==> config.mk <==
export PLATFORM = sky130hd
export DESIGN_NAME = elevator_report
export DESIGN_NICKNAME = d
export VERILOG_FILES = /design/src/common/elev_report_pkg.sv /design/src/hw/content_reader.sv /design/src/hw/elevator_report.sv /design/src/hw/queue_reader.sv /design/src/hw/report_control.sv /design/src/hw/serial_tx/serial_tx.sv
export VERILOG_INCLUDE_DIRS = /design/src /design/src/common
export SDC_FILE = /design/constraint.sdc
export NUM_CORES = 1
export LEC_CHECK = 0
export BUFFER_PORTS_ARGS = -buffer_cell sky130_fd_sc_hd__buf_2
export CORE_MARGIN = 2
export CORE_UTILIZATION = 54
export DETAILED_ROUTE_END_ITERATION = 8
export PLACE_DENSITY = 0.75
export SYNTH_ARGS = -nofsm -noshare
export SYNTH_HDL_FRONTEND = slang
export SYNTH_SLANG_ARGS = --single-unit
export TNS_END_PERCENT = 20
==> constraint.sdc <==
create_clock -name clock -period 2.14 [get_ports clock]
set_clock_uncertainty 0.2 [all_clocks]
set_input_delay 0.107 -clock clock [delete_from_list [all_inputs] [get_ports clock]]
set_output_delay 0.107 -clock clock [all_outputs]
set_load 0.005 [all_outputs]
==> src/common/elev_report_defs.svh <==
`ifndef ELEV_REPORT_DEFS_SVH
`define ELEV_REPORT_DEFS_SVH

// **************************************************
// report sizes
// **************************************************

// floor, flags, load and checksum
`define CONTENT_WORDS 4

// entries in the request queue, walked by a 3 bit pointer
`define QUEUE_DEPTH 8

// **************************************************
// serial timing
// **************************************************

// clock cycles spent on every bit of the 8N1 frame
`define CLKS_PER_BIT 8

`endif

==> src/common/elev_report_pkg.sv <==
package elev_report_pkg;

    // **************************************************
    // car status
    // **************************************************

    typedef enum logic [1:0] {
        dir_idle = 2'd0,
        dir_up   = 2'd1,
        dir_down = 2'd2
    } direction_t;

    typedef struct packed {
        logic [3:0] floor;
        direction_t direction;
        logic       door_open;
        logic [7:0] load;
    } car_status_t;

    // **************************************************
    // request queue
    // **************************************************

    // hall call, the car has to pick someone up at this floor
    typedef struct packed {
        logic       tag;
        logic [3:0] floor;
        logic       call_up;
        logic [1:0] spare;
    } origin_entry_t;

    // car call, tied to the passenger slot that pressed it
    typedef struct packed {
        logic       tag;
        logic [3:0] floor;
        logic [2:0] slot;
    } destination_entry_t;

    // the top bit tells the two views apart, 1 for an origin call
    typedef union packed {
        origin_entry_t      origin;
        destination_entry_t destination;
    } queue_entry_u;

    typedef struct packed {
        logic         strobe;
        logic [2:0]   index;
        queue_entry_u entry;
    } queue_write_t;

endpackage

==> src/hw/content_reader.sv <==
`timescale 1ns/1ns
`include "elev_report_defs.svh"

module content_reader (
    input  logic                         clock,
    input  logic                         reset,
    input  logic                         clear,
    input  logic                         count_content,
    input  elev_report_pkg::car_status_t car_status,
    output logic [7:0]                   content_byte,
    output logic                         content_last
);

    import elev_report_pkg::*;

    localparam int ptr_w = $clog2(`CONTENT_WORDS);
    localparam logic [ptr_w-1:0] last_word = ptr_w'(`CONTENT_WORDS - 1);

    car_status_t      captured;
    logic [ptr_w-1:0] pointer;
    logic [7:0]       words [`CONTENT_WORDS];

    // snapshot of the car, held steady for the whole report
    always_ff @(posedge clock) begin
        if (clear) begin
            captured <= car_status;
        end
    end

    // parked on the last word so the first count lands on word 0
    always_ff @(posedge clock or posedge reset) begin
        if (reset) begin
            pointer <= last_word;
        end else if (clear) begin
            pointer <= last_word;
        end else if (count_content) begin
            pointer <= pointer + 1'b1;
        end
    end

    // **************************************************
    // content words
    // **************************************************

    always_comb begin
        words[0] = {4'b0000, captured.floor};
        words[1] = {5'b00000, captured.door_open, captured.direction};
        words[2] = captured.load;
        words[3] = words[0] ^ words[1] ^ words[2];
    end

    assign content_byte = words[pointer];
    assign content_last = (pointer == last_word);

endmodule

==> src/hw/elevator_report.sv <==
`timescale 1ns/1ns

module elevator_report (
    input  logic                          clock,
    input  logic                          reset,
    input  logic                          floor_changed,
    input  elev_report_pkg::car_status_t  car_status,
    input  elev_report_pkg::queue_write_t queue_write,
    output logic                          txd,
    output logic                          busy
);

    // control strobes and levels
    logic       is_content;
    logic       count_content;
    logic       count_queue;
    logic       send;
    logic       clear;

    // reader and transmitter results
    logic [7:0] content_byte;
    logic       content_last;
    logic [7:0] queue_byte;
    logic       queue_origin;
    logic       queue_last;
    logic       sent;

    report_control control_i (
        .clock         (clock),
        .reset         (reset),
        .floor_changed (floor_changed),
        .sent          (sent),
        .content_last  (content_last),
        .queue_last    (queue_last),
        .queue_origin  (queue_origin),
        .is_content    (is_content),
        .count_content (count_content),
        .count_queue   (count_queue),
        .send          (send),
        .clear         (clear),
        .busy          (busy)
    );

    content_reader content_i (
        .clock         (clock),
        .reset         (reset),
        .clear         (clear),
        .count_content (count_content),
        .car_status    (car_status),
        .content_byte  (content_byte),
        .content_last  (content_last)
    );

    queue_reader queue_i (
        .clock        (clock),
        .reset        (reset),
        .clear        (clear),
        .count_queue  (count_queue),
        .queue_write  (queue_write),
        .queue_byte   (queue_byte),
        .queue_origin (queue_origin),
        .queue_last   (queue_last)
    );

    serial_tx tx_i (
        .clock        (clock),
        .reset        (reset),
        .send         (send),
        .is_content   (is_content),
        .content_byte (content_byte),
        .queue_byte   (queue_byte),
        .txd          (txd),
        .sent         (sent)
    );

endmodule

==> src/hw/queue_reader.sv <==
`timescale 1ns/1ns
`include "elev_report_defs.svh"

module queue_reader (
    input  logic                          clock,
    input  logic                          reset,
    input  logic                          clear,
    input  logic                          count_queue,
    input  elev_report_pkg::queue_write_t queue_write,
    output logic [7:0]                    queue_byte,
    output logic                          queue_origin,
    output logic                          queue_last
);

    import elev_report_pkg::*;

    localparam int ptr_w = $clog2(`QUEUE_DEPTH);
    localparam logic [ptr_w-1:0] last_entry = ptr_w'(`QUEUE_DEPTH - 1);

    queue_entry_u     entries [`QUEUE_DEPTH];
    queue_entry_u     current;
    logic [ptr_w-1:0] pointer;

    // **************************************************
    // queue storage
    // **************************************************

    // rows are filled from outside, only between reports
    always_ff @(posedge clock) begin
        if (queue_write.strobe) begin
            entries[queue_write.index] <= queue_write.entry;
        end
    end

    // **************************************************
    // read pointer
    // **************************************************

    always_ff @(posedge clock or posedge reset) begin
        if (reset) begin
            pointer <= '0;
        end else if (clear) begin
            pointer <= '0;
        end else if (count_queue) begin
            pointer <= pointer + 1'b1;
        end
    end

    assign current = entries[pointer];

    // the tag sits in the same place in both views
    assign queue_origin = current.origin.tag;
    assign queue_byte   = current;
    assign queue_last   = (pointer == last_entry);

endmodule

==> src/hw/report_control.sv <==
`timescale 1ns/1ns

module report_control (
    input  logic clock,
    input  logic reset,
    input  logic floor_changed,
    input  logic sent,
    input  logic content_last,
    input  logic queue_last,
    input  logic queue_origin,
    output logic is_content,
    output logic count_content,
    output logic count_queue,
    output logic send,
    output logic clear,
    output logic busy
);

    typedef enum logic [2:0] {
        st_idle          = 3'd0,
        st_prepare       = 3'd1,
        st_content_count = 3'd2,
        st_content_send  = 3'd3,
        st_queue_check   = 3'd4,
        st_queue_send    = 3'd5,
        st_queue_count   = 3'd6,
        st_done          = 3'd7
    } state_t;

    state_t state;
    state_t next_state;

    always_ff @(posedge clock or posedge reset) begin
        if (reset) begin
            state <= st_idle;
        end else begin
            state <= next_state;
        end
    end

    // **************************************************
    // next state
    // **************************************************

    always_comb begin
        next_state = state;
        case (state)
            st_idle: begin
                if (floor_changed) begin
                    next_state = st_prepare;
                end
            end
            st_prepare: next_state = st_content_count;
            st_content_count: next_state = st_content_send;
            st_content_send: begin
                if (sent) begin
                    next_state = content_last ? st_queue_check : st_content_count;
                end
            end
            st_queue_check: begin
                // destination entries are stepped over without a transmission
                if (queue_origin) begin
                    next_state = st_queue_send;
                end else begin
                    next_state = queue_last ? st_done : st_queue_count;
                end
            end
            st_queue_send: begin
                if (sent) begin
                    next_state = queue_last ? st_done : st_queue_count;
                end
            end
            st_queue_count: next_state = st_queue_check;
            st_done: next_state = st_idle;
            default: next_state = st_idle;
        endcase
    end

    // outputs come from the registered state only
    always_comb begin
        clear         = (state == st_idle) || (state == st_prepare);
        busy          = (state != st_idle);
        count_content = (state == st_content_count);
        count_queue   = (state == st_queue_count);
        send          = (state == st_content_send) || (state == st_queue_send);
        is_content    = (state == st_content_send) || (state == st_content_count);
    end

endmodule

==> src/hw/serial_tx/serial_tx.sv <==
`timescale 1ns/1ns
`include "elev_report_defs.svh"

module serial_tx (
    input  logic       clock,
    input  logic       reset,
    input  logic       send,
    input  logic       is_content,
    input  logic [7:0] content_byte,
    input  logic [7:0] queue_byte,
    output logic       txd,
    output logic       sent
);

    localparam int timer_w = $clog2(`CLKS_PER_BIT);
    localparam logic [timer_w-1:0] last_tick = timer_w'(`CLKS_PER_BIT - 1);

    typedef enum logic [1:0] {
        tx_idle  = 2'd0,
        tx_start = 2'd1,
        tx_data  = 2'd2,
        tx_stop  = 2'd3
    } tx_state_t;

    tx_state_t          state;
    logic [timer_w-1:0] bit_timer;
    logic [2:0]         bit_index;
    logic [7:0]         shifter;
    logic [7:0]         selected;
    logic               bit_end;

    // the control unit picks which reader is being reported
    assign selected = is_content ? content_byte : queue_byte;
    assign bit_end  = (bit_timer == last_tick);

    // **************************************************
    // frame sequencing
    // **************************************************

    always_ff @(posedge clock or posedge reset) begin
        if (reset) begin
            state     <= tx_idle;
            bit_timer <= '0;
            bit_index <= '0;
        end else begin
            bit_timer <= (state == tx_idle || bit_end) ? '0 : bit_timer + 1'b1;
            case (state)
                tx_idle: begin
                    bit_index <= '0;
                    if (send) begin
                        state <= tx_start;
                    end
                end
                tx_start: begin
                    if (bit_end) begin
                        state <= tx_data;
                    end
                end
                tx_data: begin
                    if (bit_end) begin
                        bit_index <= bit_index + 1'b1;
                        if (bit_index == 3'd7) begin
                            state <= tx_stop;
                        end
                    end
                end
                default: begin
                    if (bit_end) begin
                        state <= tx_idle;
                    end
                end
            endcase
        end
    end

    // byte is sampled on leaving idle, then shifted out lsb first
    always_ff @(posedge clock) begin
        if (state == tx_idle && send) begin
            shifter <= selected;
        end else if (state == tx_data && bit_end) begin
            shifter <= {1'b0, shifter[7:1]};
        end
    end

    assign txd  = (state == tx_start) ? 1'b0 : (state == tx_data) ? shifter[0] : 1'b1;
    assign sent = (state == tx_stop) && bit_end;

endmodule

Yosys cells after proc, flatten, opt, wreduce, memory -nomap -nowiden
Memories as Yosys holds them, arrays and structs flattened.
Cells that the tools add are included.
{ "op_classes": {"add_sub_neg": 4, "order_cmp": 1, "eq_ne": 21, "mux": 30, "bitwise_logic": 3, "n_reduce_logical": 18} }
{ "op_table": {"columns": ["operator", "n"], "rows": [
  ["8-bit two-way mux", 5],
  ["3-bit two-way mux", 9],
  ["3-bit one-hot mux with 8 select lines", 1],
  ["3-bit equality test (second input constant)", 7],
  ["8-bit binary-select mux with 2-bit select", 1],
  ["2-bit two-way mux", 7],
  ["2-bit by 1-bit inequality test with 1-bit output (second input constant)", 6],
  ["2-bit nonzero test", 5],
  ["3-bit by 1-bit adder with 3-bit output (second input constant)", 3],
  ["8-bit bitwise XOR", 1],
  ["2-bit equality test (second input constant)", 3],
  ["3-bit by 2-bit equality test with 1-bit output (second input constant)", 2],
  ["2-bit one-hot mux with 3 select lines", 1],
  ["3-bit one-hot mux with 2 select lines", 1],
  ["1-bit two-way mux", 5],
  ["5-bit AND reduction", 1],
  ["1-bit logical OR", 4],
  ["4-bit by 3-bit bitwise XOR with 4-bit output", 1],
  ["3-bit by 1-bit equality test with 1-bit output (second input constant)", 1],
  ["3-bit >= comparator (second input constant)", 1],
  ["1-bit logical AND", 3],
  ["3-bit logical NOT", 1],
  ["2-bit NOT with 3-bit output", 1],
  ["3-bit AND reduction", 1],
  ["6 further kinds", 6]
]} }
{ "word_totals": {"regBits": 39, "ram_bits": 64, "input_bits": 30, "out_inout_bits": 2, "elab_cells": 89, "n_memories": 1} }
{ "mem_list": {"columns": ["memory", "words", "word_bits", "read_ports", "rd_clocked_by_memory_dff", "write_ports", "line", "text"], "rows": [
  ["queue_i.entries", 8, 8, 1, 0, 1, "queue_reader.sv:20", "queue_entry_u entries [`QUEUE_DEPTH];"]
]} }

Depth between registers and ports, before layout
{ "depth": {"ltp_word": 7, "depth_mapped": 7, "mapped_depth_nobuf": 6} }

Modules after synthesis
A second synthesis with hierarchy kept.
{ "hier_totals": {"cells_unflattened": 290, "hier_area_um2": 4655.7} }
{ "modules_own_cells": {"columns": ["mod", "n_inst", "cells_per_inst", "area_per_inst_um2", "seq_area_each_um2"], "rows": [
  ["queue_reader", 1, 119, 2686.3, 1996.9],
  ["serial_tx", 1, 77, 878.3, 440.4],
  ["content_reader", 1, 62, 828.3, 503.0],
  ["report_control", 1, 32, 262.8, 75.1]
]} }

Least setup slack after synthesis
Ideal clock, no wire load.
{ "synth_timing": {"path_kind": "reg-to-reg", "startpoint": "reg control_i.state[2]", "endpoint": "reg content_i.captured[0] (netlist name), enable pin", "arrival_time_ps": 1460, "path_slack_ps": 94, "stages_incl_launch_ff": 4, "path_buffers": 2, "synth_period_minus_slack_ps": 2046, "cell_sequence": "dfrtp_1 -> buf_2 -> buf_1 -> nor2_1"} }
{ "synth_via": {"elab_chain_cells": 2, "word_cells_on_any_way": 3, "cone_classes": "eq/ne (1); reduce/logical (2)"} }
{ "synth_rtl": {"columns": ["element", "line", "text"], "rows": [
  ["from (decl)", "report_control.sv:30", "state_t state;"],
  ["from (signal assigned)", "report_control.sv:35", "state <= st_idle;"],
  ["from (signal assigned)", "report_control.sv:37", "state <= next_state;"],
  ["3-bit by 1-bit equality test with 1-bit output / 3-bit logical NOT (equally long branches)", "report_control.sv:81", "clear = (state == st_idle) || (state == st_prepare);"],
  ["1-bit logical OR (*)", "report_control.sv:81", null],
  ["to (signal assigned)", "content_reader.sv:26", "captured <= car_status;"],
  ["to (decl)", "content_reader.sv:19", "car_status_t captured;"]
]} }
Every way passes the cells marked *; elsewhere a longest branch is shown, timed or not.
A chain may end at the register's enable or synchronous reset.

Final worst setup path
{ "layout_timing": {"startpoint": "reg queue_i.pointer[0]", "endpoint": "reg control_i.state[1]"} }
{ "layout_via": {"elab_chain_cells": 3} }
{ "layout_rtl": {"columns": ["element", "line", "text"], "rows": [
  ["from (decl)", "queue_reader.sv:22", "logic [ptr_w-1:0] pointer;"],
  ["from (signal assigned)", "queue_reader.sv:45", "pointer <= pointer + 1'b1;"],
  ["memory 8 x 8 bit", null, null],
  ["3-bit two-way mux", "report_control.sv:62", "if (queue_origin) begin"],
  ["3-bit one-hot mux with 8 select lines", "report_control.sv:47", "case (state)"]
]} }
Every way passes these cells.

==> flow_metrics.tcl <==
set metrics [dict create \
    grt_pass1_wl_um 13800 \
    cts_inserted_buffers 9 \
    finalSetupViolCount 0 \
    synth-edff-count 87 \
    seq_power_share_pct 52.4 \
    r2r_start "queue_i.pointer[0]" \
    overflow 0 \
    swShare_pct 29.1 \
    cts.clk_slew.worst_paths_ps 100 \
    vias 2686 \
    placedCellCount 427 \
    synth_area_per_cell_sq_um 15.8 \
    synth_compound_area_share_pct 8.02 \
    drcViolationCount 0 \
    synth-seq-cells 103 \
    slew_headroom_pct 57.0 \
    reg2reg_depth 5 \
    finalSetupTns_ps 0 \
    mostFrequentLayoutCells "edfxtp_1, buf_2, dlygate4sd3_1" \
    finalWorstSetupSlack_ps 82.3 \
    slew_violations 0 \
    power_switching_mw 1.46 \
    cts_tree "yes" \
    critPathBufInv 1 \
    via_per_inst 5.71 \
    min_from "queue_write[10]" \
    placed_area_sq_mm 0.00491 \
    die_area_sq_mm 0.00913 \
    grt.total_usage_pct 20.6 \
    hp-class "primary input to flop" \
    synthAdderAreaFrac_pct 3.04 \
    synth_simple_gate_area_share_pct 8.19 \
    antenna_found_initial 0 \
    seq_area_frac_synth_pct 66.6 \
    detailed_place_hpwl_um 5710 \
    synth_ff_type "edfxtp_1" \
    irDropWorstVdd_mv 0.572 \
    multiInputGateArea_sq_mm 0.00143 \
    grt_max_degree 24 \
    rsz0062_at_grt "no" \
    r2r-end "control_i.state[1]" \
    endpoint_kind "flop" \
    clock_latency_ps 370 \
    fin_crit_sh_pct 96.2 \
    crit_chain "buf_12 > mux4_2 > mux2_4 > nand2b_4 > a221oi_2" \
    wl_met1_um 3680 \
    wl_met2_um 4470 \
    synthXorXnorAreaFrac_pct 0.387 \
    worstSetupStartpoint "queue_i.pointer[0]" \
    cp_slowest_cell "mux4_2" \
    min_period_ps 2060 \
    clock_power_share_pct 26.1 \
    ctsRootBufferMaster "clkbuf_8" \
    timing.critical_path.slowest_cell_delay_ps 510 \
    coreArea_sq_mm 0.00818 \
    cp_max_fo 11 \
    cts_setup_buffers 0 \
    die_w_um 95.5 \
    yosys.cell_types.count 48 \
    ant_nets 0 \
    tightestPinTransition_ps 644 \
    stdcell_area_sq_mm 0.00541 \
    drive_gt1_share_pct 25.5 \
    powerDensity_mw_per_mm2 925 \
    place_congestion 0.760 \
    intPower_mw 3.55 \
    path_delay_family "multiplexers" \
    seq_area_sq_mm 0.00302 \
    finalHoldViolations 0 \
    fp-row-count 33 \
    port_buffers 31 \
    syn-num-nets 328 \
    r2r_slack_ps 80 \
    synthToLayoutAreaGrowth_pct 19.5 \
    syn_area_sq_mm 0.00452 \
    max-cap-violations 0 \
    drt-pass1-iter-count 4 \
    comb_power_share_pct 21.5 \
    top_layer_used "met4" \
    wl_met3_um 280 \
    num_io_pins 32 \
    diodes 0 \
    fmax_mhz 486 \
    grt_pass1_vias 2724 \
    dp_slack_ps 82.8 \
    synth_mux_area_share_pct 11.6 \
    worstSetupEndpoint "control_i.state[1]" \
    status "finished clean" \
    htree_levels 3 \
    worstPathRequired_ps 2210 \
    n_fill_cell 567 \
    synthArstFlopShare_pct 15.5 \
    synth_top_family_by_area "multiplexers" \
    cp_num_cells 5 \
    start_util_pct 55.3 \
    crit_arrival_ps 2130 \
    crit_type "flop to flop" \
    cts_buffer_depth 2 \
    nets 401 \
    die_y_um 95.5 \
    final_common_cell "edfxtp_1" \
    first_iter_violations 138 \
    clock_sinks 103 \
    drt-total-wl_um 8560 \
    power.leakage_nw 2.03 \
    wire_per_inst_um 18.2 \
    power.total_mw 5.00 \
    start_kind "flop" \
    syn_inst 287 \
    yosys_warnings 0 \
    layout.cells.non_filler 470 \
]
-- sequential cells by signal, summed over array words and instances, names as in the netlist --
signal,count
content_i.captured,15
content_i.pointer,2
control_i.state,3
queue_i.entries,64
queue_i.pointer,3
tx_i.bit_index,3
tx_i.bit_timer,3
tx_i.shifter,8
tx_i.state,2
-- through the flow --
step / utilization [%] / hold WS (ps)
after floorplan: - / -181
after CTS: 66.0 / 26.2
final: 66.1 / 35.7
after global placement: 60.0 / 36.9
after detailed placement: 60.0 / 30.3
after global routing: 66.1 / 56.6
-- synth_stat cells (2+ instances only) --
library cell	count	area (sq um)
nand2_1	21	78.8
nand3_1	5	25.0
o221ai_1	3	26.3
nand2b_1	5	31.3
o211ai_1	6	45.0
o22ai_1	3	18.8
inv_1	8	30.0
dfstp_2	2	52.6
xor2_1	2	17.5
a21oi_1	10	50.1
a211oi_1	4	30.0
a22o_1	6	52.6
or3_1	2	12.5
edfxtp_1	87	2610
buf_1	3	11.3
mux4_1	6	158
a21bo_2	3	30.0
and3b_1	4	35.0
mux2i_1	6	60.1
nor3_1	4	20.0
ha_1	11	138
nor2b_1	6	37.5
mux4_2	10	225
clkbuf_1	8	30.0
o21ai_0	5	25.0
nor3b_1	3	22.5
dfrtp_1	14	350
mux2_2	6	67.6
nor2_1	15	56.3
-- power by group through the flow --
stage	clock network, mW	registers, mW	logic (mW)
after floorplan	0	2.56	0.814
after global placement	0	2.65	0.978
after detailed placement	0	2.66	1.02
after CTS	1.34	2.62	1.06
after global routing	1.41	2.65	1.21
final	1.30	2.62	1.08
-- worst min path at each step --
stage / to / cells after the start
CTS: queue_i.entries[3][0] / 3
finish: queue_i.entries[3][0] / 3
detailed placement: queue_i.pointer[1] / 2
global placement: queue_i.pointer[1] / 2
global route: queue_i.entries[3][0] / 3
floorplan: control_i.state[0] / 1
-- kinds of logic after synthesis --
family / Yosys count
compound gates: 49
xor+xnor: 2
fa+ha+maj: 11
buf+inv: 22
flops: 103
mux: 29
simple gates: 71
-- tightest hold or removal path, cell delays in order --
cell and delay (ps):
buf_2 110, nand2b_1 120, nor2_1 80
-- what timing repair did --
action,CTS,global route
hold buffers,27,0
endpoints found under the hold margin,99,0
endpoints found under the setup margin,0,13
resized for setup,0,4
-- final cells by class --
class	count	area share, %
clock buffers	9	2.29
multi-input cells	162	26.4
clock inverters	7	1.76
flip-flops and latches	103	55.8
inverters	8	0.555
repair buffers	76	10.8
well taps	105	2.43
-- routing by layer --
metal / track usage, % / vias to the layer above
met1: 25.5 / 1345
met2: 35.9 / 53
met5: 0 / -
met4: 6.55 / 0
met3: 4.66 / 12
li1: - / 1276
(Power assumes the default switching activity.)
